==> src/common/dsp_pkg.sv <==
package dsp_pkg;

    typedef logic [15:0]        word_t;
    typedef logic signed [31:0] prod_t;
    typedef logic signed [35:0] acc_t;

    // Opcode in instruction bits 15:12
    typedef enum logic [3:0] {
        OP_NOP  = 4'd0,
        OP_LDS  = 4'd1,
        OP_LDL  = 4'd2,
        OP_LDM  = 4'd3,
        OP_STM  = 4'd4,
        OP_MAC  = 4'd5,
        OP_MPY  = 4'd6,
        OP_CLR  = 4'd7,
        OP_DO   = 4'd8,
        OP_GOTO = 4'd9
    } op_e;

    // Register select in bits 11:9
    typedef enum logic [2:0] {
        R0  = 3'd0,
        R1  = 3'd1,
        R2  = 3'd2,
        R3  = 3'd3,
        X   = 3'd4,
        Y   = 3'd5,
        PDX = 3'd6,
        A0H = 3'd7
    } reg_e;

    // Source of the shared register bus
    typedef enum logic [1:0] {
        SRC_RAM = 2'd0,
        SRC_DAU = 2'd1,
        SRC_PIO = 2'd2
    } src_e;

    // Field positions
    localparam int OP_LSB   = 12;
    localparam int REG_LSB  = 9;
    localparam int PTR_LSB  = 0;
    localparam int INC_BIT  = 2;
    // LDM/STM with this bit set go to the parallel port instead of RAM
    localparam int IO_BIT   = 8;
    localparam int CNT_W    = 7;
    localparam int GOTO_W   = 12;

    // Bits of the immediate load strobe
    localparam int IMM_SHORT = 0;
    localparam int IMM_LONG  = 1;

    localparam int ROM_AW_DEF = 12;
    localparam int RAM_AW_DEF = 10;

    function automatic word_t sext_short(input logic [8:0] imm);
        return {{7{imm[8]}}, imm};
    endfunction

endpackage

==> src/ctrl/dsp_ctrl.sv <==
`timescale 1ns/1ps

module dsp_ctrl (
    input  logic                   clk,
    input  logic                   reset,
    input  logic                   clk_en,
    input  dsp_pkg::word_t         rom_dout,
    output logic                   cen,
    output dsp_pkg::word_t         long_imm,
    output logic [8:0]             short_imm,
    output dsp_pkg::reg_e          reg_field,
    output logic [1:0]             ptr_sel,
    output logic                   post_inc,
    output dsp_pkg::src_e          src_sel,
    output logic                   ram_load,
    output logic                   ram_we,
    output logic [1:0]             imm_load,
    output logic                   dau_load,
    output logic                   mac_en,
    output logic                   mpy_en,
    output logic                   acc_clr,
    output logic                   pdx_write,
    output logic                   pdx_read,
    output logic                   goto_en,
    output logic [11:0]            goto_addr,
    output logic                   long_skip,
    output logic                   pc_hold,
    output logic                   fault
);
    import dsp_pkg::*;

    logic             div;
    logic             skip;
    logic             ldl_pend;
    logic             in_pend;
    reg_e             pend_reg;
    logic [CNT_W-1:0] rep_cnt;
    logic [CNT_W-1:0] do_cnt;
    logic [3:0]       opcode;
    logic             exec;
    logic             io;
    logic             is_lds, is_ldl, is_ldm, is_stm, is_do, illegal;

    // Core runs at half the input enable rate
    always_ff @(posedge clk) begin
        if (reset)
            div <= 1'b0;
        else if (clk_en)
            div <= ~div;
    end
    assign cen = clk_en & div;

    // Fetched word is an instruction unless it is a bubble or an operand
    assign exec   = ~skip & ~ldl_pend & ~in_pend;
    assign opcode = rom_dout[OP_LSB +: 4];
    assign io     = rom_dout[IO_BIT];
    assign do_cnt = rom_dout[CNT_W-1:0];

    assign is_lds  = exec && opcode == OP_LDS;
    assign is_ldl  = exec && opcode == OP_LDL;
    assign is_ldm  = exec && opcode == OP_LDM;
    assign is_stm  = exec && opcode == OP_STM;
    assign is_do   = exec && opcode == OP_DO;
    assign illegal = exec && opcode > OP_GOTO;

    assign mac_en  = exec && opcode == OP_MAC;
    assign mpy_en  = exec && opcode == OP_MPY;
    assign acc_clr = exec && opcode == OP_CLR;
    assign goto_en = exec && opcode == OP_GOTO;

    assign long_imm  = rom_dout;
    assign short_imm = rom_dout[8:0];
    assign goto_addr = rom_dout[GOTO_W-1:0];
    assign ptr_sel   = rom_dout[PTR_LSB +: 2];

    // Operand cycles reuse the register of the instruction that started them
    assign reg_field = (ldl_pend | in_pend) ? pend_reg : reg_e'(rom_dout[REG_LSB +: 3]);

    assign ram_load  = is_ldm & ~io;
    assign ram_we    = is_stm & ~io;
    assign pdx_read  = is_ldm & io;
    assign pdx_write = is_stm & io;
    assign post_inc  = (ram_load | ram_we) & rom_dout[INC_BIT];
    assign dau_load  = in_pend;
    assign long_skip = ldl_pend;

    always_comb begin
        imm_load            = '0;
        imm_load[IMM_SHORT] = is_lds;
        imm_load[IMM_LONG]  = ldl_pend;
    end

    always_comb begin
        if (in_pend)
            src_sel = SRC_PIO;
        else if (reg_field == PDX)
            src_sel = SRC_PIO;
        else if (reg_field[2])
            src_sel = SRC_DAU;
        else
            src_sel = SRC_RAM;
    end

    // Hold the fetch on the repeated word, and once for a port read
    assign pc_hold = (is_do && do_cnt > 7'd1) || rep_cnt > 7'd1 || pdx_read;

    always_ff @(posedge clk) begin
        if (reset) begin
            skip     <= 1'b1;
            ldl_pend <= 1'b0;
            in_pend  <= 1'b0;
            pend_reg <= R0;
            rep_cnt  <= '0;
            fault    <= 1'b0;
        end else if (cen) begin
            skip     <= goto_en;
            ldl_pend <= is_ldl;
            in_pend  <= pdx_read;
            if (exec)
                pend_reg <= reg_e'(rom_dout[REG_LSB +: 3]);
            if (is_do)
                rep_cnt <= (do_cnt == '0) ? '0 : do_cnt - 7'd1;
            else if (rep_cnt != '0)
                rep_cnt <= rep_cnt - 7'd1;
            if (illegal)
                fault <= 1'b1;
        end
    end

endmodule

==> config.mk <==
export PLATFORM = sky130hd
export DESIGN_NAME = dsp_ctrl
export DESIGN_NICKNAME = d
export VERILOG_FILES = /design/src/common/dsp_pkg.sv /design/src/ctrl/dsp_ctrl.sv
export SDC_FILE = /design/constraint.sdc
export NUM_CORES = 1
export LEC_CHECK = 0
export ABC_AREA = 0
export BUFFER_PORTS_ARGS = -buffer_cell sky130_fd_sc_hd__buf_2
export CORE_ASPECT_RATIO = 0.7
export CORE_MARGIN = 4
export CORE_UTILIZATION = 50
export DETAILED_ROUTE_END_ITERATION = 16
export PLACE_DENSITY_LB_ADDON = 0.15
export SETUP_SLACK_MARGIN = 0.2
export SYNTH_ARGS = -nofsm -noshare
export SYNTH_HDL_FRONTEND = slang
export SYNTH_SLANG_ARGS = --single-unit
==> constraint.sdc <==
create_clock -name clk -period 2.52 [get_ports clk]
set_input_delay 0.378 -clock clk [delete_from_list [all_inputs] [get_ports clk]]
set_output_delay 0.378 -clock clk [all_outputs]
set_load 0.01 [all_outputs]
---- Word level (Yosys, flattened, before mapping) ----
Cells that the tools add are included.
word-level totals
  logic and storage cells ................. 63
  input port bits ......................... 19
  bits in registers ....................... 15
  output and inout bits ................... 60
cells by class
  $add $sub $neg .......................... 2
  multiplexer cells ....................... 7
  order comparisons ....................... 3
  eq/ne operators ......................... 10
  reduce and logical (&&, ||, !) cells .... 19
  bitwise operators ....................... 15
operator list
  operator                                                               number
  7-bit 2-to-1 mux                                                       3
  4-bit by 3-bit equality test with 1-bit output, second input constant  4
  7-bit by 1-bit > comparator with 1-bit output, second input constant   2
  7-bit by 1-bit subtractor with 7-bit output, second input constant     2
  1-bit logical AND                                                      11
  1-bit bitwise AND                                                      8
  4-bit by 2-bit equality test with 1-bit output, second input constant  2
  4-bit equality test, second input constant                             2
  7-bit logical NOT                                                      1
  7-bit nonzero test                                                     1
  2-bit AND reduction                                                    3
  1-bit inverter                                                         5
  4-bit by 1-bit equality test with 1-bit output, second input constant  1
  4-bit > comparator, second input constant                              1
  2-bit 2-to-1 mux                                                       2
  3-bit equality test, second input constant                             1
  3-bit 2-to-1 mux                                                       1
  1-bit logical OR                                                       2
  1-bit OR                                                               2
  2-bit nonzero test                                                     1
  1-bit 2-to-1 mux                                                       1

---- Longest topological paths before layout ----
Gate-level depths: netlist (run 1).
  word-level depth ........................ 7
  mapped depth ............................ 6
  depth with buffers taken out ............ 6

---- Least setup slack after synthesis (run 1) ----
OpenSTA, ideal clock, no wires.
  kind .................................... register -> output
  start point ............................. register in_pend (netlist: dau_load)
  end point ............................... output port post_inc
  buffers on the path ..................... 0
  slack ................................... 509 ps
  cell stages (with the launch flop) ...... 5
  arrival ................................. 1,633 ps
  required time ........................... 2,142 ps
  cell sequence ........................... dfxtp_1 > nor4_1 > nand2_1 > nor3_1 > o21a_1
between the ends
  longest elaborated chain between the ends .. 6
  elaborated cells between the ends (all ways) .. 8
  those cells by class .................... 6 x bitwise; 2 x reduce/logical
RTL lines
  item                    RTL line         text
  from (decl)             dsp_ctrl.sv:35   logic in_pend;
  from (signal assigned)  dsp_ctrl.sv:118  in_pend <= pdx_read;
  1-bit inverter          dsp_ctrl.sv:54   assign exec = ~skip & ~ldl_pend & ~in_pend;
  1-bit bitwise AND       dsp_ctrl.sv:54
  1-bit logical AND       dsp_ctrl.sv:62   assign is_stm = exec && opcode == OP_STM;
  1-bit bitwise AND       dsp_ctrl.sv:80   assign ram_we = is_stm & ~io;
  named net ram_we        dsp_ctrl.sv:16   output logic ram_we,
  1-bit OR                dsp_ctrl.sv:83   assign post_inc = (ram_load | ram_we) & rom_dout[INC_BIT];
  1-bit bitwise AND       dsp_ctrl.sv:83
  to (decl)               dsp_ctrl.sv:13   output logic post_inc,
The timed path passes the listed nets, and every way through them passes these cells.

---- Worst setup path in the final report (run 1) ----
  start point ............................. register ldl_pend (netlist: long_skip)
  end point ............................... output port pc_hold
between the ends
  longest elaborated chain between the ends .. 7
  elaborated cells between the ends (all ways) .. 9
  those cells by class .................... 4 x bitwise; 5 x reduce/logical
RTL lines
  item                               RTL line         text
  from (decl)                        dsp_ctrl.sv:34   logic ldl_pend;
  from (signal assigned)             dsp_ctrl.sv:117  ldl_pend <= is_ldl;
  1-bit inverter *                   dsp_ctrl.sv:54
  1-bit bitwise AND * (2 in series)  dsp_ctrl.sv:54
  1-bit logical AND                  dsp_ctrl.sv:63   assign is_do = exec && opcode == OP_DO;
  1-bit logical AND                  dsp_ctrl.sv:105  assign pc_hold = (is_do && do_cnt > 7'd1) || rep_cnt > 7'd1 || pdx_read;
  1-bit logical OR                   dsp_ctrl.sv:105
  1-bit logical OR *                 dsp_ctrl.sv:105
  to (decl)                          dsp_ctrl.sv:27   output logic pc_hold,
Mark *: on every way between the ends. The rest lies on a longest branch, timed or not.

==> metrics.log, run 1 <==
[metrics] Post-synth EDFFs: 0
[metrics] Pins Over Slew Limit: 0
[metrics] H-Tree Depth: 1
[metrics] type of element launching the critical path: flip-flop
[metrics] horizontal die dimension: 75.0 um
[metrics] half-perimeter wire length of the detailed placement result: 3170 um
[metrics] total CTS buffers: 3
[metrics] CTS-repair resized insts: 0
[metrics] CTS tree: yes
[metrics] sequential cell area fraction in the yosys report: 0.191
[metrics] average size of a mapped cell: 8.06 um^2
[metrics] share of post-route cells with drive strength above 1: 0.420
[metrics] pin count of the biggest net entering global routing: 17
[metrics] status: finished clean
[metrics] number of flip-flops under the largest register name: 7
[metrics] utilization of the core after routing: 0.591
[metrics] top-level port count: 79
[metrics] # setup viols final: 0
[metrics] synth warn: 0
[metrics] routed length per placed instance: 15.1 um
[metrics] DIE AREA: 4120 um^2
[metrics] area of the multi-input gates: 890 um^2
[metrics] Synth-to-Final Area Change: 9.24%
[metrics] number of fill cells: 292
[metrics] post-synthesis instance area: 1570 um^2
[metrics] chip height: 54.9 um
[metrics] count of final hold-check violations: 0
[metrics] largest fanout on the critical path: 8
[metrics] Antenna Nets Post-Route: 0
[metrics] drt via density: 5.61
[metrics] slew at the pin closest to its max-slew limit: 0.372 ns
[metrics] most used flip-flop cell after synthesis: sky130_fd_sc_hd__dfxtp_1
[metrics] gr ovfl total: 0
[metrics] count of cell types in the netlist: 53
[metrics] global-route wire length before repair: 5950 um
[metrics] Post-CTS Setup Repair Bufs: 0
[metrics] post-synth net total: 220
[metrics] via count of the routed design: 1497
[metrics] worst voltage drop across the vdd grid: 0.334 mV
[metrics] GP Congestion: 0.916
[metrics] final worst clock skew: 0.00342 ns
[metrics] static leakage: 0.000815 uW
[metrics] First DRT Iteration DRCs: 115
[metrics] via count of the first global-routing pass: 1242
[metrics] maximum clock insertion buffer count: 2
[metrics] Power Density: 387 nW/um^2
[metrics] start-to-end type of the worst setup path: flip-flop to primary output
[metrics] n_diodes: 0
[metrics] Slowest-stage cell, CP: sky130_fd_sc_hd__or4_4
[metrics] share of the clock period used by the worst path: 0.878
[metrics] port bufs: 74
[metrics] final critical-path required period: 2.21 ns
[metrics] number of register bits inferred by synthesis: 15
[metrics] antenna violations before repair: 0
[metrics] proportion of register bits with asynchronous set or reset after synthesis: 0
[metrics] Cells after Synth: 195
[metrics] Highest Clock Rate: 452 MHz
[metrics] Maximum Capacitance Violations: 0
[metrics] worst-skew pair later-pin latency: 0.25 ns
[metrics] Clock Sink Count: 15
[metrics] Clk pin slew, worst setup/hold paths: 0.06 ns
[metrics] endpoint type of the worst setup path: primary output
[metrics] number of detailed-route iterations in the first pass: 4
[metrics] headroom to the max-slew limit: 0.750
[metrics] total core area: 2900 um^2
[metrics] storage element area: 302 um^2
[metrics] leading cell type in the layout, fill and taps excluded: sky130_fd_sc_hd__buf_2
[metrics] hold path start: clk_en
[metrics] Fin Setup TNS: 0 ns
[metrics] Critical Path Max Stage Delay: 0.60 ns
[metrics] startpoint of the lowest-slack register-to-register path: long_skip$_SDFFE_PP0P_
[metrics] Hold Crit Class: input pin to flip-flop
[metrics] unrepaired setup endpoints after global routing: no
[metrics] CTS Root Cell: sky130_fd_sc_hd__clkbuf_8
[metrics] DRC: 0
[metrics] worst endpoint required time: 2.14 ns
[metrics] leading cell types in the layout, fill and taps excluded: sky130_fd_sc_hd__buf_2 (74), sky130_fd_sc_hd__nor2_1 (16), sky130_fd_sc_hd__dfxtp_1 (14)
[metrics] series of cell instances along the critical path: or4_4, nor2_4, o21ai_0, or4b_1, buf_2
[metrics] number of nets at the end of the flow: 257
[metrics] total wirelength of the detailed-routed design: 4030 um
[metrics] Post-CTS Hold Buffers: 0
[metrics] data arrival time of the worst path: 1.84 ns
[metrics] initial cell density of the core: 0.541
[metrics] critical path startpoint: long_skip$_SDFFE_PP0P_
[metrics] Row Count: 16
[metrics] overall fraction of global-route tracks in use: 0.189
==> Yosys cell counts, types with 4 or more instances <==
| library cell | count | share of area |
|---|---|---|
| sky130_fd_sc_hd__nor3_1 | 6 | 0.019 |
| sky130_fd_sc_hd__mux2i_1 | 5 | 0.032 |
| sky130_fd_sc_hd__nand2_1 | 9 | 0.021 |
| sky130_fd_sc_hd__o21ai_0 | 4 | 0.013 |
| sky130_fd_sc_hd__nor2_1 | 16 | 0.038 |
| sky130_fd_sc_hd__inv_1 | 8 | 0.019 |
| sky130_fd_sc_hd__nor3b_1 | 6 | 0.029 |
| sky130_fd_sc_hd__dfxtp_1 | 15 | 0.19 |
| sky130_fd_sc_hd__ha_1 | 6 | 0.048 |
| sky130_fd_sc_hd__buf_4 | 42 | 0.20 |
| sky130_fd_sc_hd__and3_1 | 4 | 0.016 |
| sky130_fd_sc_hd__nand4_1 | 4 | 0.016 |
| sky130_fd_sc_hd__a21oi_1 | 10 | 0.032 |
==> critical path, delay by kind of cell, from the launching register on <==
kind / cells / cell delay (ns)
compound gates: 1 / 0.12
simple gates: 3 / 0.98
flops: 1 / 0.37
buf+inv: 1 / 0.12
==> per-stage QoR <==
stage	std cells	instance area, um^2	total power (uW)	hold WS (ns)	worst slack (ns)
3_5_place_dp	263	1670	469	0.455	0.468
2_1_floorplan	195	1570	424	0.460	0.509
6_report	267	1720	665	0.390	0.306
3_3_place_gp	263	1670	467	0.444	0.512
4_1_cts	267	1720	667	0.388	0.240
5_1_grt	267	1720	700	0.428	0.207
==> cell type report <==
type | instances | area share
clock buffers | 3 | 0.0241
clock inverters | 1 | 0.00292
inverters | 9 | 0.0197
multi-input cells | 125 | 0.518
flip-flops and latches | 15 | 0.176
well taps | 36 | 0.0262
repair buffers | 78 | 0.233
==> where the power goes <==
group	internal (uW)	switching [uW]
Sequential	244	7.10
Combinational	86.8	127
Clock	110	89.9
Total	440	224
==> routing by layer <==
layer	GRT usage	up-vias	part of all wire
met2	0.273	78	0.41
met1	0.287	681	0.46
met5	0	-	0
met3	0.0307	4	0.12
met4	0.0503	0	0.0077
li1	-	734	-
==> cell families after synthesis <==
| family | share of synthesized area |
|---|---|
| simple gates | 0.256 |
| xor+xnor | 0.0167 |
| buf+inv | 0.243 |
| compound gates | 0.200 |
| flops | 0.191 |
| fa+ha+maj | 0.0478 |
| mux | 0.0462 |
==> worst paths after layout <==
| kind | slack, ns | end | cells past startpoint |
|---|---|---|---|
| min reg2reg | 0.46 | fault$_SDFFE_PP0P_ | 2 |
| min | 0.39 | div$_SDFFE_PP0P_ | 3 |
| max reg2reg | 0.72 | rep_cnt[2]$_SDFFE_PP0P_ | 4 |
| max | 0.31 | pc_hold | 5 |
Note: power is estimated with default switching activity, not from simulation.
==> run 2: changes to the inputs <==
CORE_UTILIZATION = 51   (was 50)
CTS_BUF_LIST = sky130_fd_sc_hd__clkbuf_4 sky130_fd_sc_hd__clkbuf_8   (was default)
HOLD_SLACK_MARGIN = 0.08   (was default)
==> metrics.log, run 2 (synthesis results as in run 1) <==
[metrics] total power draw: 656 uW
[metrics] largest fanout on the critical path: 7
[metrics] Top cell by count, worst path: sky130_fd_sc_hd__and3_1
[metrics] count of final hold-check violations: 0
[metrics] series of cell instances along the critical path: nor3_1, and3_1, and3_1, or4b_1, buf_2
[metrics] initial cell density of the core: 0.549
[metrics] Synth-to-Final Area Change: 8.76%
[metrics] number of fill cells: 298
[metrics] drt via density: 5.65
[metrics] Hold Crit Class: input pin to flip-flop
[metrics] Post-Layout Inst Area: 1710 um^2
[metrics] leading cell type in the layout, fill and taps excluded: sky130_fd_sc_hd__buf_2
[metrics] GP Congestion: 0.898
[metrics] top-level port count: 79
[metrics] type of element launching the critical path: flip-flop
[metrics] global-route wire length before repair: 6150 um
[metrics] headroom to the max-slew limit: 0.700
[metrics] Post-CTS Setup Repair Bufs: 0
[metrics] Clk pin slew, worst setup/hold paths: 0.06 ns
[metrics] Pins Over Slew Limit: 0
[metrics] share of post-route cells with drive strength above 1: 0.417
[metrics] port bufs: 74
[metrics] final critical-path required period: 2.22 ns
[metrics] via count of the routed design: 1503
[metrics] Highest Clock Rate: 450 MHz
[metrics] endpoint type of the worst setup path: primary output
[metrics] Final Worst Setup Slack: 0.297 ns
[metrics] maximum clock insertion buffer count: 2
[metrics] Slowest-stage cell, CP: sky130_fd_sc_hd__or4b_1
[metrics] Critical Path Max Stage Delay: 0.50 ns
[metrics] pin count of the biggest net entering global routing: 17
[metrics] half-perimeter wire length of the detailed placement result: 3300 um
[metrics] worst endpoint required time: 2.14 ns
[metrics] leading cell types in the layout, fill and taps excluded: sky130_fd_sc_hd__buf_2 (74), sky130_fd_sc_hd__nor2_1 (16), sky130_fd_sc_hd__dfxtp_1 (14)
[metrics] horizontal die dimension: 74.3 um
[metrics] Maximum Capacitance Violations: 0
[metrics] total CTS buffers: 3
[metrics] slew at the pin closest to its max-slew limit: 0.446 ns
[metrics] gr ovfl total: 0
[metrics] routed length per placed instance: 15.3 um
[metrics] Row Count: 16
[metrics] n_diodes: 0
[metrics] start-to-end type of the worst setup path: flip-flop to primary output
[metrics] worst voltage drop across the vdd grid: 0.285 mV
[metrics] static leakage: 0.000809 uW
[metrics] Power Density: 384 nW/um^2
[metrics] H-Tree Depth: 1
[metrics] status: finished clean
[metrics] CTS tree: yes
[metrics] worst slack at placement: 0.455 ns
[metrics] number of flip-flops under the largest register name: 7
[metrics] # setup viols final: 0
[metrics] total core area: 2860 um^2
[metrics] via count of the first global-routing pass: 1298
[metrics] DIE AREA: 4050 um^2
[metrics] Clock Sink Count: 15
[metrics] number of detailed-route iterations in the first pass: 4
[metrics] antenna violations before repair: 0
[metrics] Fin Setup TNS: 0 ns
[metrics] unrepaired setup endpoints after global routing: no
[metrics] number of nets at the end of the flow: 256
[metrics] final worst clock skew: 0.000874 ns
[metrics] Antenna Nets Post-Route: 0
[metrics] chip height: 54.4 um
[metrics] CTS Root Cell: sky130_fd_sc_hd__clkbuf_8
[metrics] total wirelength of the detailed-routed design: 4060 um
[metrics] worst-skew pair later-pin latency: 0.25 ns
[metrics] Placed Instance Area: 1660 um^2
[metrics] DRC: 0
[metrics] overall fraction of global-route tracks in use: 0.197
[metrics] data arrival time of the worst path: 1.84 ns
[metrics] First DRT Iteration DRCs: 106
[metrics] share of the clock period used by the worst path: 0.882
## run 2: cell type report
cell class	instances	area, um^2	area share
Timing Repair Buffer	77	393	0.230
Clock buffer	3	41.3	0.0242
Inverter	9	33.8	0.0198
Tap cell	36	45.0	0.0264
Multi-Input combinational cell	125	890	0.520
Clock inverter	1	5.00	0.00293
Sequential cell	15	302	0.176
## run 2: path summary, 6_finish.rpt
check,from,end,slack [ns],depth (start not counted)
hold / removal,clk_en,div$_SDFFE_PP0P_,0.40,3
setup reg to reg,dau_load$_SDFFE_PP0P_,rep_cnt[2]$_SDFFE_PP0P_,0.71,4
setup / recovery,long_skip$_SDFFE_PP0P_,pc_hold,0.30,5
hold reg to reg,fault$_SDFFE_PP0P_,fault$_SDFFE_PP0P_,0.46,2
## run 2: timing repair
item / 4_1_cts / 5_1_grt
resized for setup: 0 / 1
hold buffers: 0 / 0
endpoints found under the setup margin: 0 / 2
## run 2: stage by stage
| step | hold slack [ns] | utilization | std cells |
|---|---|---|---|
| 6_report | 0.396 | 0.597 | 266 |
| 5_1_grt | 0.421 | 0.597 | 266 |
| 3_3_place_gp | 0.444 | 0.580 | 262 |
| 3_5_place_dp | 0.454 | 0.580 | 262 |
| 2_1_floorplan | 0.460 | - | 195 |
| 4_1_cts | 0.395 | 0.597 | 266 |
## run 2: worst max-delay path: cells and delay by family, from the launching register on
kind                   cells  cell delay [ns]
and+or+nand+nor            4             1.02
DFF                        1             0.42
buffers and inverters      1             0.15
## run 2: power by group
part,internal (uW),switching (uW),total [uW]
Sequential,244,7.06,251
Combinational,85.6,127,213
Clock,109,82.9,192
Total,439,217,656
## run 2: routing by layer
layer | global-route usage | share of wire
met1 | 0.277 | 0.44
met2 | 0.315 | 0.44
met3 | 0.0385 | 0.12
met4 | 0.0385 | 0.0022
met5 | 0 | 0
==> run 3: changes to the inputs <==
ABC_AREA = 1   (was 0)
BUFFER_PORTS_ARGS = -buffer_cell sky130_fd_sc_hd__buf_4   (was -buffer_cell sky130_fd_sc_hd__buf_2)
==> metrics.log, run 3 <==
[metrics] routed length per placed instance: 11.0 um
[metrics] leading cell type in the layout, fill and taps excluded: sky130_fd_sc_hd__buf_4
[metrics] worst voltage drop across the vdd grid: 0.223 mV
[metrics] Critical Path Max Stage Delay: 0.34 ns
[metrics] share of the synthesized area in compound gates (AO/OA/AOI/OAI): 0.0636
[metrics] cell family with most CP delay: simple AND/OR/NAND/NOR gates
[metrics] via count of the first global-routing pass: 1235
[metrics] share of the clock period used by the worst path: 0.752
[metrics] hold path start: reset
[metrics] net switching share of the total power: 0.339
[metrics] share of post-route cells with drive strength above 1: 0.324
[metrics] Power Internal: 501 uW
[metrics] cell type with the highest aggregate area in the netlist: sky130_fd_sc_hd__buf_4
[metrics] DRC: 0
[metrics] Highest Clock Rate: 527 MHz
[metrics] overall fraction of global-route tracks in use: 0.178
[metrics] count of cell types in the netlist: 26
[metrics] drt via density: 4.65
[metrics] Post-CTS Setup Repair Bufs: 0
[metrics] series of cell instances along the critical path: nor2_1, nand2_1, nor4_1, buf_4
[metrics] data arrival time of the worst path: 1.52 ns
[metrics] Hold Crit Class: input pin to flip-flop
[metrics] number of nets at the end of the flow: 316
[metrics] H-Tree Depth: 1
[metrics] status: finished clean
[metrics] combinational family with the most area after synthesis: simple AND/OR/NAND/NOR gates
[metrics] share of cell area taken by muxes after synthesis: 0
[metrics] GP Congestion: 0.909
[metrics] hold-critical path depth: 2
[metrics] antenna violations before repair: 0
[metrics] type of element launching the critical path: flip-flop
[metrics] Pins Over Slew Limit: 0
[metrics] half-perimeter wire length of the detailed placement result: 2910 um
[metrics] worst hold path endpoint: fault$_SDFFE_PP0P_
[metrics] top-level port count: 79
[metrics] Post-CTS Hold Buffers: 0
[metrics] cell types with the highest counts after synthesis: sky130_fd_sc_hd__nand2_1 (67), sky130_fd_sc_hd__buf_4 (41), sky130_fd_sc_hd__nor2_1 (41), sky130_fd_sc_hd__inv_1 (25)
[metrics] worst-skew pair later-pin latency: 0.25 ns
[metrics] Power Density: 402 nW/um^2
[metrics] total core area: 2860 um^2
[metrics] leading cell types in the layout, fill and taps excluded: sky130_fd_sc_hd__buf_4 (74), sky130_fd_sc_hd__nand2_1 (67), sky130_fd_sc_hd__nor2_1 (41)
[metrics] synth warn: 0
[metrics] horizontal die dimension: 74.0 um
[metrics] Clk pin slew, worst setup/hold paths: 0.06 ns
[metrics] Cells after Synth: 254
[metrics] most used flip-flop cell after synthesis: sky130_fd_sc_hd__dfxtp_1
[metrics] proportion of register bits with asynchronous set or reset after synthesis: 0
[metrics] basic-gate share of the synthesized area counting and, or, nand and nor cells: 0.398
[metrics] R2R depth: 9
[metrics] post-synthesis instance area: 1560 um^2
[metrics] number of fill cells: 283
[metrics] CTS-repair resized insts: 0
[metrics] Post-synth EDFFs: 0
[metrics] Row Count: 16
[metrics] average size of a mapped cell: 6.12 um^2
[metrics] total CTS buffers: 3
[metrics] First DRT Iteration DRCs: 90
[metrics] Fin Setup TNS: 0 ns
[metrics] via count of the routed design: 1517
[metrics] port bufs: 74
[metrics] leading cell type by number of instances after synthesis: sky130_fd_sc_hd__nand2_1
[metrics] Slowest-stage cell, CP: sky130_fd_sc_hd__dfxtp_1
[metrics] CTS tree: yes
[metrics] largest fanout on the critical path: 6
[metrics] adder-cell area share of the yosys netlist: 0.0483
[metrics] buffers and inverters on the worst path: 1
[metrics] total wirelength of the detailed-routed design: 3590 um
[metrics] number of detailed-route iterations in the first pass: 4
[metrics] share of the synthesized area in the top cell type: 0.198
[metrics] worst endpoint required time: 2.14 ns
[metrics] DIE AREA: 4010 um^2
[metrics] utilization of the core after routing: 0.659
[metrics] count of final hold-check violations: 0
[metrics] slew at the pin closest to its max-slew limit: 0.324 ns
[metrics] final worst clock skew: 0.00136 ns
[metrics] number of flip-flops under the largest register name: 7
[metrics] R2R Path End: rep_cnt[4]$_SDFFE_PP0P_
[metrics] initial cell density of the core: 0.543
[metrics] global-route wire length before repair: 5540 um
[metrics] endpoint type of the worst setup path: primary output
[metrics] dominant cells by area after synthesis: sky130_fd_sc_hd__buf_4 (20%), sky130_fd_sc_hd__dfxtp_1 (19%), sky130_fd_sc_hd__nand2_1 (16%), sky130_fd_sc_hd__nor2_1 (9.9%), sky130_fd_sc_hd__inv_1 (6.0%)
[metrics] CTS Root Cell: sky130_fd_sc_hd__clkbuf_8
[metrics] xor/xnor share of the synthesized area: 0.0169
[metrics] Synth-to-Final Area Change: 21.2%
[metrics] combinational power share: 0.385
[metrics] reported net switching power: 257 uW
[metrics] pin count of the biggest net entering global routing: 14
[metrics] number of register bits inferred by synthesis: 15
[metrics] clock group share of total power: 0.273
[metrics] headroom to the max-slew limit: 0.783
[metrics] chip height: 54.2 um
[metrics] # setup viols final: 0
[metrics] Antenna Nets Post-Route: 0
[metrics] register share of total power: 0.342
[metrics] maximum clock insertion buffer count: 2
[metrics] Clock Sink Count: 15
[metrics] gr ovfl total: 0
[metrics] sequential cell area fraction in the yosys report: 0.193
[metrics] reg2reg setup slack: 1.14 ns
[metrics] unrepaired setup endpoints after global routing: no
[metrics] Maximum Capacitance Violations: 0
[metrics] post-synth net total: 279
[metrics] startpoint of the lowest-slack register-to-register path: dau_load$_SDFFE_PP0P_
[metrics] static leakage: 0.00105 uW
[metrics] n_diodes: 0
[metrics] start-to-end type of the worst setup path: flip-flop to primary output
[metrics] final critical-path required period: 1.90 ns
run 3: area by class of cell:
class                   instances  area (um^2)  share of cell area
multi-input cells             166          820               0.435
repair buffers                 74          556               0.295
flip-flops and latches         15          300               0.159
inverters                      31          116              0.0617
clock buffers                   4         48.8              0.0259
well taps                      36         45.0              0.0239
run 3: cells by family (layout without fill, tap and decap cells):
kind of cell             count (synthesis)  in the layout
AND/OR/NAND/NOR                        140            140
adder cells (fa/ha/maj)                  6              6
AO/OA/AOI/OAI                           17             17
buffers and inverters                   73            109
XOR/XNOR                                 3              3
flip-flops                              15             15
run 3: power by group through the flow:
stage	registers (uW)	clock network (uW)	logic [uW]
after floorplan	262	0	216
after global placement	264	0	290
after detailed placement	264	0	291
after CTS	259	214	292
after global routing	260	225	328
final	259	207	292
run 3: routing by layer:
| layer | global-route usage | part of all wire |
|---|---|---|
| met1 | 0.279 | 0.52 |
| met4 | 0.0392 | 0.0039 |
| met3 | 0.0448 | 0.077 |
| met2 | 0.232 | 0.39 |
| met5 | 0 | 0 |
run 3: metrics by stage:
stage               setup slack, ns  instances  cell area [um^2]  hold WS [ns]  power [uW]
floorplan                     0.867        254              1560         0.426         478
global placement              0.877        322              1840         0.441         554
detailed placement            0.817        322              1840         0.445         555
CTS                           0.625        326              1890         0.321         764
global route                  0.423        326              1890         0.327         813
finish                        0.624        326              1890         0.327         758
run 3: how the worst max path moves through the flow:
stage	start	to	slack [ns]	cells after the start
6_report	dau_load$_SDFFE_PP0P_	acc_clr	0.62	4
5_1_grt	dau_load$_SDFFE_PP0P_	src_sel[0]	0.42	8
4_1_cts	dau_load$_SDFFE_PP0P_	acc_clr	0.63	4
3_5_place_dp	rom_dout[15]	pc_hold	0.82	9
3_3_place_gp	rom_dout[15]	pc_hold	0.88	9
2_1_floorplan	dau_load$_SDFFE_PP0P_	src_sel[1]	0.87	4
